## config.mk

```make
export PLATFORM = sky130hd
export DESIGN_NAME = eeprom_ctrl_top
export DESIGN_NICKNAME = d
export VERILOG_FILES = /design/src/eeprom_pkg.sv /design/src/i2c_clock_gen.sv /design/src/i2c_bit_engine.sv /design/src/eeprom_sequencer.sv /design/src/eeprom_ctrl_top.sv
export SDC_FILE = /design/constraint.sdc
export NUM_CORES = 1
export LEC_CHECK = 0
export BUFFER_PORTS_ARGS = -buffer_cell sky130_fd_sc_hd__buf_2
export CAP_MARGIN = 20
export CORE_ASPECT_RATIO = 0.6
export CORE_MARGIN = 2
export CORE_UTILIZATION = 50
export CTS_BUF_LIST = sky130_fd_sc_hd__clkbuf_16
export DETAILED_ROUTE_END_ITERATION = 8
export GPL_ROUTABILITY_DRIVEN = 0
export PLACE_DENSITY = 0.72
export SYNTH_ARGS = -nofsm -noshare
export SYNTH_HDL_FRONTEND = slang
export SYNTH_SLANG_ARGS = --single-unit
```

## constraint.sdc

```tcl
create_clock -name CLK -period 1.57 [get_ports CLK]
set_input_delay 0 -clock CLK [delete_from_list [all_inputs] [get_ports CLK]]
set_output_delay 0 -clock CLK [all_outputs]
set_load 0.02 [all_outputs]
```

## src/eeprom_pkg.sv

```systemverilog
package eeprom_pkg;

    // 24C16 style: page in 10..8, byte in 7..0
    typedef logic [10:0] eeprom_addr_t;

    // host request, taken in the cycle of the wr or rd strobe
    typedef struct packed {
        eeprom_addr_t addr;
        logic [7:0]   data;
    } eeprom_req_t;

    // finished transaction
    typedef struct packed {
        logic [7:0] data;   // read data, only meaningful after a read
        logic       nack;   // slave withheld an ACK, transaction aborted
    } eeprom_result_t;

    // one operation of the bit engine
    typedef enum logic [1:0] {
        OP_START,
        OP_STOP,
        OP_WRITE,   // byte out, ACK sampled
        OP_READ     // byte in, answered with NACK
    } bit_op_e;

    // device type code in the upper nibble of the control byte
    localparam logic [3:0] DEVICE_CODE = 4'b1010;

endpackage

```

## src/i2c_clock_gen.sv

```systemverilog
`timescale 1ns/100ps

module i2c_clock_gen #(
    parameter int SCL_HALF = 4
) (
    input  logic CLK,
    input  logic RESET,
    output logic scl,
    output logic low_mid,
    output logic high_mid
);

    localparam int CW = $clog2(SCL_HALF);
    localparam logic [CW-1:0] LAST = CW'(SCL_HALF - 1);
    localparam logic [CW-1:0] MID  = CW'(SCL_HALF / 2);

    logic [CW-1:0] cnt;

    // free running, scl high out of reset
    always_ff @(posedge CLK)
    begin
        if (RESET)
        begin
            cnt <= '0;
            scl <= 1'b1;
        end
        else if (cnt == LAST)
        begin
            cnt <= '0;
            scl <= ~scl;
        end
        else
        begin
            cnt <= cnt + CW'(1);
        end
    end

    assign low_mid  = ~scl && (cnt == MID);
    assign high_mid = scl && (cnt == MID);

    // high strobe a half later, never together with the low one
    strobes_apart: assert property (@(posedge CLK) disable iff (RESET)
        low_mid |-> ##SCL_HALF (high_mid && !low_mid));

    // strobe lands mid-half, counted from the scl edge
    low_mid_in_low: assert property (@(posedge CLK) disable iff (RESET)
        $fell(scl) |-> ##(SCL_HALF / 2) low_mid);

    high_mid_in_high: assert property (@(posedge CLK) disable iff (RESET)
        $rose(scl) |-> ##(SCL_HALF / 2) high_mid);

endmodule

```

## src/i2c_bit_engine.sv

```systemverilog
`timescale 1ns/100ps

module i2c_bit_engine (
    input  logic               CLK,
    input  logic               RESET,
    input  logic               scl,
    input  logic               low_mid,
    input  logic               high_mid,
    input  logic               op_go,
    input  eeprom_pkg::bit_op_e op,
    input  logic [7:0]         op_byte,
    input  logic               sda_in,
    output logic               sda_oe,
    output logic               op_done,
    output logic [7:0]         rx_byte,
    output logic               ack_ok
);

    import eeprom_pkg::*;

    typedef enum logic [1:0] {
        E_IDLE,
        E_LOW,      // waiting for low_mid
        E_HIGH      // waiting for high_mid
    } eng_state_e;

    eng_state_e state;
    bit_op_e    op_q;
    logic [7:0] shreg;
    logic [3:0] bit_cnt;
    logic       at_low;
    logic       at_high;
    logic       last_period;

    assign at_low  = (state == E_LOW) && low_mid;
    assign at_high = (state == E_HIGH) && high_mid;

    // start and stop take one scl period, bytes take nine
    assign last_period = (op_q == OP_START) || (op_q == OP_STOP) || (bit_cnt == 4'd8);

    assign rx_byte = shreg;

    always_ff @(posedge CLK)
    begin
        if (RESET)
        begin
            state   <= E_IDLE;
            op_q    <= OP_STOP;
            bit_cnt <= '0;
            sda_oe  <= 1'b0;
            op_done <= 1'b0;
            ack_ok  <= 1'b0;
        end
        else
        begin
            op_done <= 1'b0;
            case (state)
                E_IDLE:
                begin
                    if (op_go)
                    begin
                        op_q    <= op;
                        bit_cnt <= '0;
                        state   <= E_LOW;
                    end
                end
                E_LOW:
                begin
                    if (at_low)
                    begin
                        case (op_q)
                            OP_START: sda_oe <= 1'b0;
                            OP_STOP:  sda_oe <= 1'b1;
                            OP_WRITE: sda_oe <= (bit_cnt == 4'd8) ? 1'b0 : ~shreg[7];
                            default:  sda_oe <= 1'b0;  // read bits, then NACK
                        endcase
                        state <= E_HIGH;
                    end
                end
                E_HIGH:
                begin
                    if (at_high)
                    begin
                        case (op_q)
                            OP_START: sda_oe <= 1'b1;  // sda falls with scl high
                            OP_STOP:  sda_oe <= 1'b0;  // sda rises with scl high
                            OP_WRITE:
                            begin
                                if (bit_cnt == 4'd8)
                                    ack_ok <= ~sda_in;
                            end
                            default: ;
                        endcase
                        if (last_period)
                        begin
                            op_done <= 1'b1;
                            state   <= E_IDLE;
                        end
                        else
                        begin
                            bit_cnt <= bit_cnt + 4'd1;
                            state   <= E_LOW;
                        end
                    end
                end
                default: state <= E_IDLE;
            endcase
        end
    end

    // msb first both ways
    always_ff @(posedge CLK)
    begin
        if ((state == E_IDLE) && op_go)
            shreg <= op_byte;
        else if (at_low && (op_q == OP_WRITE))
            shreg <= {shreg[6:0], 1'b0};
        else if (at_high && (op_q == OP_READ) && (bit_cnt != 4'd8))
            shreg <= {shreg[6:0], sda_in};
    end

    go_when_idle: assert property (@(posedge CLK) disable iff (RESET)
        op_go |-> (state == E_IDLE));

    // data moves in the low half, only start and stop touch sda with scl high
    sda_stable_high: assert property (@(posedge CLK) disable iff (RESET)
        (scl && $changed(sda_oe)) |-> (op_q inside {OP_START, OP_STOP}));

endmodule

```

## src/eeprom_sequencer.sv

```systemverilog
`timescale 1ns/100ps

module eeprom_sequencer (
    input  logic                      CLK,
    input  logic                      RESET,
    input  logic                      wr,
    input  logic                      rd,
    input  eeprom_pkg::eeprom_req_t   req,
    input  logic                      op_done,
    input  logic [7:0]                rx_byte,
    input  logic                      ack_ok,
    output logic                      op_go,
    output eeprom_pkg::bit_op_e       op,
    output logic [7:0]                op_byte,
    output logic                      busy,
    output logic                      done,
    output eeprom_pkg::eeprom_result_t result
);

    import eeprom_pkg::*;

    typedef enum logic [3:0] {
        S_IDLE,
        S_WR_START,
        S_CTRL_WR,
        S_ADDR_WR,
        S_DATA_WR,
        S_RD_START,
        S_CTRL_RD,
        S_DATA_RD,
        S_STOP,
        S_FINISH
    } seq_state_e;

    seq_state_e  state;
    eeprom_req_t req_q;
    logic        is_rd;
    logic        accept;
    logic        abort;

    // device code, page bits, r/w
    function automatic logic [7:0] ctrl_byte(input eeprom_addr_t addr, input logic rw);
        return {DEVICE_CODE, addr[10:8], rw};
    endfunction

    assign accept = (state == S_IDLE) && (wr || rd);

    // any byte out that was not acknowledged
    assign abort = op_done && !ack_ok &&
                   (state inside {S_CTRL_WR, S_ADDR_WR, S_DATA_WR, S_CTRL_RD});

    always_ff @(posedge CLK)
    begin
        if (accept)
            req_q <= req;
    end

    always_ff @(posedge CLK)
    begin
        if (RESET)
        begin
            state   <= S_IDLE;
            is_rd   <= 1'b0;
            busy    <= 1'b0;
            done    <= 1'b0;
            op_go   <= 1'b0;
            op      <= OP_STOP;
            op_byte <= '0;
            result  <= '0;
        end
        else
        begin
            op_go <= 1'b0;
            done  <= 1'b0;
            if (abort)
            begin
                result.nack <= 1'b1;
                op_go       <= 1'b1;
                op          <= OP_STOP;
                state       <= S_STOP;
            end
            else
            begin
                case (state)
                    S_IDLE:
                    begin
                        if (accept)
                        begin
                            is_rd       <= rd && !wr;  // write wins
                            busy        <= 1'b1;
                            result.nack <= 1'b0;
                            op_go       <= 1'b1;
                            op          <= OP_START;
                            state       <= S_WR_START;
                        end
                    end
                    S_WR_START:
                    begin
                        if (op_done)
                        begin
                            op_go   <= 1'b1;
                            op      <= OP_WRITE;
                            op_byte <= ctrl_byte(req_q.addr, 1'b0);
                            state   <= S_CTRL_WR;
                        end
                    end
                    S_CTRL_WR:
                    begin
                        if (op_done)
                        begin
                            op_go   <= 1'b1;
                            op      <= OP_WRITE;
                            op_byte <= req_q.addr[7:0];
                            state   <= S_ADDR_WR;
                        end
                    end
                    S_ADDR_WR:
                    begin
                        if (op_done && is_rd)
                        begin
                            op_go <= 1'b1;
                            op    <= OP_START;  // repeated start
                            state <= S_RD_START;
                        end
                        else if (op_done)
                        begin
                            op_go   <= 1'b1;
                            op      <= OP_WRITE;
                            op_byte <= req_q.data;
                            state   <= S_DATA_WR;
                        end
                    end
                    S_RD_START:
                    begin
                        if (op_done)
                        begin
                            op_go   <= 1'b1;
                            op      <= OP_WRITE;
                            op_byte <= ctrl_byte(req_q.addr, 1'b1);
                            state   <= S_CTRL_RD;
                        end
                    end
                    S_CTRL_RD:
                    begin
                        if (op_done)
                        begin
                            op_go <= 1'b1;
                            op    <= OP_READ;
                            state <= S_DATA_RD;
                        end
                    end
                    S_DATA_WR, S_DATA_RD:
                    begin
                        if (op_done)
                        begin
                            if (state == S_DATA_RD)
                                result.data <= rx_byte;
                            op_go <= 1'b1;
                            op    <= OP_STOP;
                            state <= S_STOP;
                        end
                    end
                    S_STOP:
                    begin
                        if (op_done)
                            state <= S_FINISH;
                    end
                    S_FINISH:
                    begin
                        done  <= 1'b1;
                        busy  <= 1'b0;
                        state <= S_IDLE;
                    end
                    default: state <= S_IDLE;
                endcase
            end
        end
    end

    done_one_cycle: assert property (@(posedge CLK) disable iff (RESET)
        done |=> !done);

    done_after_busy: assert property (@(posedge CLK) disable iff (RESET)
        done |-> $past(busy));

endmodule

```

## src/eeprom_ctrl_top.sv

```systemverilog
`timescale 1ns/100ps

module eeprom_ctrl_top #(
    parameter int SCL_HALF = 4
) (
    input  logic                      CLK,
    input  logic                      RESET,
    input  logic                      wr,
    input  logic                      rd,
    input  eeprom_pkg::eeprom_req_t   req,
    output logic                      busy,
    output logic                      done,
    output eeprom_pkg::eeprom_result_t result,
    output logic                      scl,
    output logic                      sda_oe,
    input  logic                      sda_in
);

    import eeprom_pkg::*;

    logic       low_mid;
    logic       high_mid;
    logic       op_go;
    bit_op_e    op;
    logic [7:0] op_byte;
    logic       op_done;
    logic [7:0] rx_byte;
    logic       ack_ok;

    i2c_clock_gen #(
        .SCL_HALF (SCL_HALF)
    ) clock_gen_i (
        .CLK      (CLK),
        .RESET    (RESET),
        .scl      (scl),
        .low_mid  (low_mid),
        .high_mid (high_mid)
    );

    i2c_bit_engine bit_engine_i (
        .CLK      (CLK),
        .RESET    (RESET),
        .scl      (scl),
        .low_mid  (low_mid),
        .high_mid (high_mid),
        .op_go    (op_go),
        .op       (op),
        .op_byte  (op_byte),
        .sda_in   (sda_in),
        .sda_oe   (sda_oe),
        .op_done  (op_done),
        .rx_byte  (rx_byte),
        .ack_ok   (ack_ok)
    );

    eeprom_sequencer sequencer_i (
        .CLK      (CLK),
        .RESET    (RESET),
        .wr       (wr),
        .rd       (rd),
        .req      (req),
        .op_done  (op_done),
        .rx_byte  (rx_byte),
        .ack_ok   (ack_ok),
        .op_go    (op_go),
        .op       (op),
        .op_byte  (op_byte),
        .busy     (busy),
        .done     (done),
        .result   (result)
    );

endmodule

```

# Yosys cells after proc, flatten, opt, wreduce, memory -nomap -nowiden
# Cells that the tools add are included.
[totals] regBits=68 inputBits=24 out_inout_bits=13 word_cells=172
[op_classes] add_sub_neg=2 eq_ne=41 n_mux=53 bitwise=6 n_reduce_logical=49
[op_table] operator="two-way mux 8 bit" n=8
[op_table] operator="two-way mux 4 bit" n=13
[op_table] operator="one-hot mux 4 bit (8 select lines)" n=1
[op_table] operator="one-hot mux 8 bit (4 select lines)" n=1
[op_table] operator="AND reduction 4 bit" n=5
[op_table] operator="!= test 2 bit (second input constant)" n=9
[op_table] operator="!= test 3 x 2 -> 1 bit (second input constant)" n=6
[op_table] operator="== test 4 x 3 -> 1 bit (second input constant)" n=4
[op_table] operator="two-way mux 2 bit" n=8
[op_table] operator="AND reduction 8 bit" n=2
[op_table] operator="two-way mux 1 bit" n=14
[op_table] operator="logical AND 1 bit" n=13
[op_table] operator="== test 4 bit (second input constant)" n=3
[op_table] operator="== test 2 bit (second input constant)" n=5
[op_table] operator="one-hot mux 2 bit (5 select lines)" n=1
[op_table] operator="nonzero test 2 bit" n=5
[op_table] operator="AND reduction 3 bit" n=3
[op_table] operator="== test 4 x 2 -> 1 bit (second input constant)" n=2
[op_table] operator="!= test 2 x 1 -> 1 bit (second input constant)" n=4
[op_table] operator="one-hot mux 1 bit (2 select lines)" n=4
[op_table] operator="one-hot mux 4 bit (2 select lines)" n=1
[op_table] operator="nonzero test 4 bit" n=2
[op_table] operator="AND reduction 7 bit" n=1
[op_table] operator="!= test 3 bit (second input constant)" n=2
[op_table] operator="other kinds (20)" n=34

# Longest topological paths before layout
[depth] word_depth=8 mapped_depth=7 ltp_nobuf=6

# Cells and area by module
# A second synthesis with hierarchy kept.
[hier_totals] hier_cells=297 hier_area_um2=3123.0
[by_module_without_submodules] mod="eeprom_sequencer" n_inst=1 cells_per_inst=188 area_per_inst_um2=2009.4 seq_area_each_um2=1111.1
[by_module_without_submodules] mod="i2c_bit_engine" n_inst=1 cells_per_inst=97 area_per_inst_um2=987.2 seq_area_each_um2=460.4
[by_module_without_submodules] mod="i2c_clock_gen" n_inst=1 cells_per_inst=12 area_per_inst_um2=126.4 seq_area_each_um2=60.1

# Least setup slack after synthesis
# No wires, ideal clock.
[synth_path] path_kind="flip-flop to flip-flop" start="register sequencer_i.state[2]" end="register sequencer_i.req_q[0] (netlist bit) (enable)" setup_time_ns=0.338 arrival_ns=1.367 required_time_ns=1.232 setup_slack_ns=-0.135 path_stages_with_launch=4 path_buffers=0 synth_period_minus_slack_ns=1.705 cell_sequence="dfxtp_1 or3_1 or3_1 inv_2"
[synth_via] elab_chain_len=2
[synth_rtl] element="start: declaration" line="eeprom_sequencer.sv:35" source="seq_state_e state;"
[synth_rtl] element="start signal: assignment" line="eeprom_sequencer.sv:62" source="state <= S_IDLE;"
[synth_rtl] element="start signal: assignment" line="eeprom_sequencer.sv:80" source="state <= S_STOP;"
[synth_rtl] element="start signal: assignment" line="eeprom_sequencer.sv:94" source="state <= S_WR_START;"
[synth_rtl] element="logical NOT 4 bit" line="eeprom_sequencer.sv:46" source="assign accept = (state == S_IDLE) && (wr || rd);"
[synth_rtl] element="logical AND 1 bit" line="eeprom_sequencer.sv:46"
[synth_rtl] element="net sequencer_i.accept" line="eeprom_sequencer.sv:38" source="logic accept;"
[synth_rtl] element="end signal: assignment" line="eeprom_sequencer.sv:55" source="req_q <= req;"
[synth_rtl] element="end: declaration" line="eeprom_sequencer.sv:36" source="eeprom_req_t req_q;"
# The timed path passes the listed nets, and every way through them passes these cells.
# A chain may end at the register's enable or synchronous reset.

# Worst setup path after layout
[layout_path] start="register sequencer_i.state[0]" end="register sequencer_i.req_q[14] (netlist bit) (enable)"
[layout_via] elab_chain_len=2
[layout_rtl] element="logical NOT 4 bit" line="eeprom_sequencer.sv:46"
[layout_rtl] element="logical AND 1 bit" line="eeprom_sequencer.sv:46"
# No other way between the ends.

==> results.json <==
{
  "postSynth.asyncResetShare_pct": 0,
  "yosys.area.top_type": "dfxtp_1",
  "synth_enable_flop_cells": 27,
  "synth.most_common_cell": "dfxtp_1",
  "powerDensity_mw_per_mm2": 1146,
  "grt_setup_unrepaired": "true",
  "hpwlAfterDp_um": 4680,
  "report.final.slew_viol_count": 0,
  "fmax_mhz": 618.6,
  "clk_pin_slew_ns": 0.06,
  "run_status": "complete, but fails checks",
  "ys.flop_type": "dfxtp_1",
  "synth_mux_area_share_pct": 9.076,
  "syn_area_mm2": 0.003115,
  "synth-simple-area-share_pct": 17.11,
  "cp.required_ns": 1.62,
  "cts_inserted_buffers": 9,
  "regToRegEndpoint": "sequencer_i.req_q[14]",
  "cts_max_level": 3,
  "reg2reg_slack_ns": -0.05,
  "nNetsFinal": 401,
  "num_rows": 22,
  "r2r-start": "sequencer_i.state[0]",
  "drtAntennaViolNets": 0,
  "avgSynthCellArea_um2": 10.89,
  "grt_pass1_vias": 2458,
  "die_area_mm2": 0.006899,
  "dr.first_iter.drc_count": 147,
  "clock-sinks": 68,
  "hold_class": "in -> reg",
  "placed_cell_area_mm2": 0.003590,
  "synth_cell_types": 57,
  "grt_max_degree": 29,
  "vias": 2497,
  "layout-drive-gt1-share_pct": 34.22,
  "p_leak_nw": 1.608,
  "total_power_mw": 4.862,
  "die_y_um": 65.15,
  "hold_violations": 0,
  "cts_root_buffer": "clkbuf_16",
  "max_slew.worst_pin.slew_ns": 0.5328,
  "viasPerCell": 5.452,
  "worstRegToRegCells": 3,
  "worst_path_max_delay_cell": "or3_4",
  "area_growth_pct": 36.14,
  "start_util_pct": 51.45,
  "syn_inst": 286,
  "fin_ws_ns": -0.04650,
  "cap_viol_max_count": 0,
  "worstHoldStart": "sda_in",
  "timing.final.crit_share_pct": 103.0,
  "finalSetupViolCount": 19,
  "fin_area_mm2": 0.004242,
  "syn_nets": 318,
  "crit_fanout": 5,
  "cp-end-kind": "register",
  "drc_errors": 0,
  "die_w_um": 105.9,
  "core_area_mm2": 0.006056,
  "firstDrtPassIters": 5,
  "clk-insertion-delay-late_ns": 0.33,
  "yosys-top-cells-area": "dfxtp_1 (26%), edfxtp_1 (26%), mux2i_1 (5.5%)",
  "period_minus_slack_ns": 1.617,
  "slowest_delay_ns": 0.50,
  "synth_xor_area_share_pct": 1.124,
  "synth_top_family_by_area": "simple AND/OR/NAND/NOR gates",
  "crit_chain": "or3_4 -> or3_4 -> inv_6",
  "synth-compound-area-share_pct": 13.25,
  "critPathArrivalTime_ns": 1.66,
  "synthAdderAreaFrac_pct": 3.213,
  "crit_buf_inv": 1,
  "track_usage_pct": 23.44,
  "clock_path_buffers": 2,
  "num_antenna_cells": 0,
  "min_path_cells": 2,
  "setup.worst_path.class": "reg -> reg",
  "antenna_found_initial": 0,
  "ys_ff_latch": 68,
  "critical-path-top-delay-family": "simple AND/OR/NAND/NOR gates",
  "overflow": 0,
  "ys_seq_area_share_pct": 52.37,
  "ys_warn_count": 0,
  "port_buffers": 36,
  "violations": "setup timing",
  "min_to": "bit_engine_i.rx_byte[0]",
  "io_pins": 37,
  "grt_pass1_wl_um": 12190,
  "final.setup_skew_ns": 0.007147,
  "ys_top_cells_by_count": "dfxtp_1 (41), edfxtp_1 (27), nor2_1 (21), a21oi_1 (17), mux2i_1 (17)",
  "timing.critical_path.mode_cell": "or3_4",
  "routed_wl_um": 7267,
  "cts_tree": "built",
  "netlist.area_leader.share_pct": 26.35,
  "n_fill_cell": 441,
  "start_kind": "register",
  "slew_headroom_pct": 64.48,
  "peakVddDrop_mv": 0.7620,
  "wl_per_cell_um": 15.87
}
==> cells in the final DEF, fill, tap and decap left out, types with 11 or more instances in the layout <==
master / count
a21oi_1: 16
nor2_1: 21
nand2_1: 12
edfxtp_1: 27
o21ai_0: 11
dfxtp_1: 32
buf_2: 36
buf_4: 23
mux2i_1: 17
dlygate4sd3_1: 20
==> worst reg2reg max path: stages (launching register included) <==
cell and delay, ns:
dfxtp_2 0.34, or3_4 0.37, or3_4 0.50, inv_6 0.12
==> report_power, final <==
part           internal [mW]  total [mW]  switching (mW)
Combinational          0.395       0.795           0.400
Sequential              2.02        2.09          0.0746
Clock                   1.22        1.98           0.757
==> stage by stage <==
stage	setup WS [ns]	utilization, %	setup TNS [ns]	hold WS (ns)	std cells
floorplan	0.01228	-	0	0.09887	286
global placement	0.01372	59.28	0	0.1772	419
global route	-0.1107	70.04	-1.424	0.03201	458
finish	-0.04650	70.04	-0.7914	0.02289	458
CTS	-0.009447	67.62	-0.01883	0.01572	456
detailed placement	-0.04305	59.28	-0.2108	0.1781	419
==> per-layer routing <==
metal / wire, um / up-vias / track usage [%]
li1: - / 1225 / -
met1: 3410 / 1173 / 31.24
met2: 3259 / 90 / 35.48
met3: 521 / 9 / 7.540
met4: 76 / 0 / 9.868
met5: 0 / - / 0
==> flip-flops by register name, summed over array words and instances (netlist names) <==
register and cells:
bit_engine_i.op_q 2, bit_engine_i.state 2, bit_engine_i.op_done 1, clock_gen_i.cnt 2, sequencer_i.op 2, sequencer_i.state 4
sequencer_i.op_byte 8, sequencer_i.is_rd 1, clock_gen_i.scl 1, sequencer_i.busy 1, bit_engine_i.ack_ok 1, bit_engine_i.bit_cnt 4
sequencer_i.op_go 1, bit_engine_i.rx_byte 8, bit_engine_i.sda_oe 1, sequencer_i.result 9, sequencer_i.done 1, sequencer_i.req_q 19
==> layout make-up <==
cell class	count	area (um^2)	share of cell area, %
inverter	12	62.56	1.475
timing repair inverter	2	20.02	0.4720
timing repair buffer	85	646.9	15.25
multi-input combinational	191	1471	34.69
sequential	68	1643	38.73
tap	84	105.1	2.478
clock inverter	7	67.56	1.593
clock buffer	9	225.2	5.310
==> how the worst max path moves through the flow <==
| stage | start | endpoint | slack [ns] | cells after the start |
|---|---|---|---|---|
| 2_1_floorplan | bit_engine_i.state[1] | bit_engine_i.rx_byte[2] | 0.01 | 3 |
| 3_3_place_gp | sequencer_i.state[2] | sequencer_i.req_q[15] | 0.01 | 3 |
| 3_5_place_dp | bit_engine_i.op_q[1] | bit_engine_i.bit_cnt[3] | -0.04 | 6 |
| 4_1_cts | bit_engine_i.op_q[1] | bit_engine_i.sda_oe | -0.009 | 6 |
| 5_1_grt | sequencer_i.state[0] | sequencer_i.state[0] | -0.11 | 4 |
| 6_report | sequencer_i.state[0] | sequencer_i.req_q[14] | -0.05 | 3 |
==> kinds of logic (layout without fill, tap and decap cells) <==
kind of cell,after synthesis,count (layout)
AO/OA/AOI/OAI,60,60
multiplexers,27,27
AND/OR/NAND/NOR,92,92
buffers and inverters,27,115
adder cells (fa/ha/maj),8,8
XOR/XNOR,4,4
flip-flops,68,68
==> what timing repair did <==
| action | in CTS | in global routing |
|---|---|---|
| pin swaps | 2 | 8 |
| resized for setup | 3 | 38 |
| setup endpoints to repair | 21 | 50 |
| hold endpoints to repair | 20 | 0 |
| buffers inserted | 0 | 1 |
| hold buffers | 20 | 0 |
| gates cloned | 1 | 1 |
No activity file was read; power rests on OpenSTA's default activity.
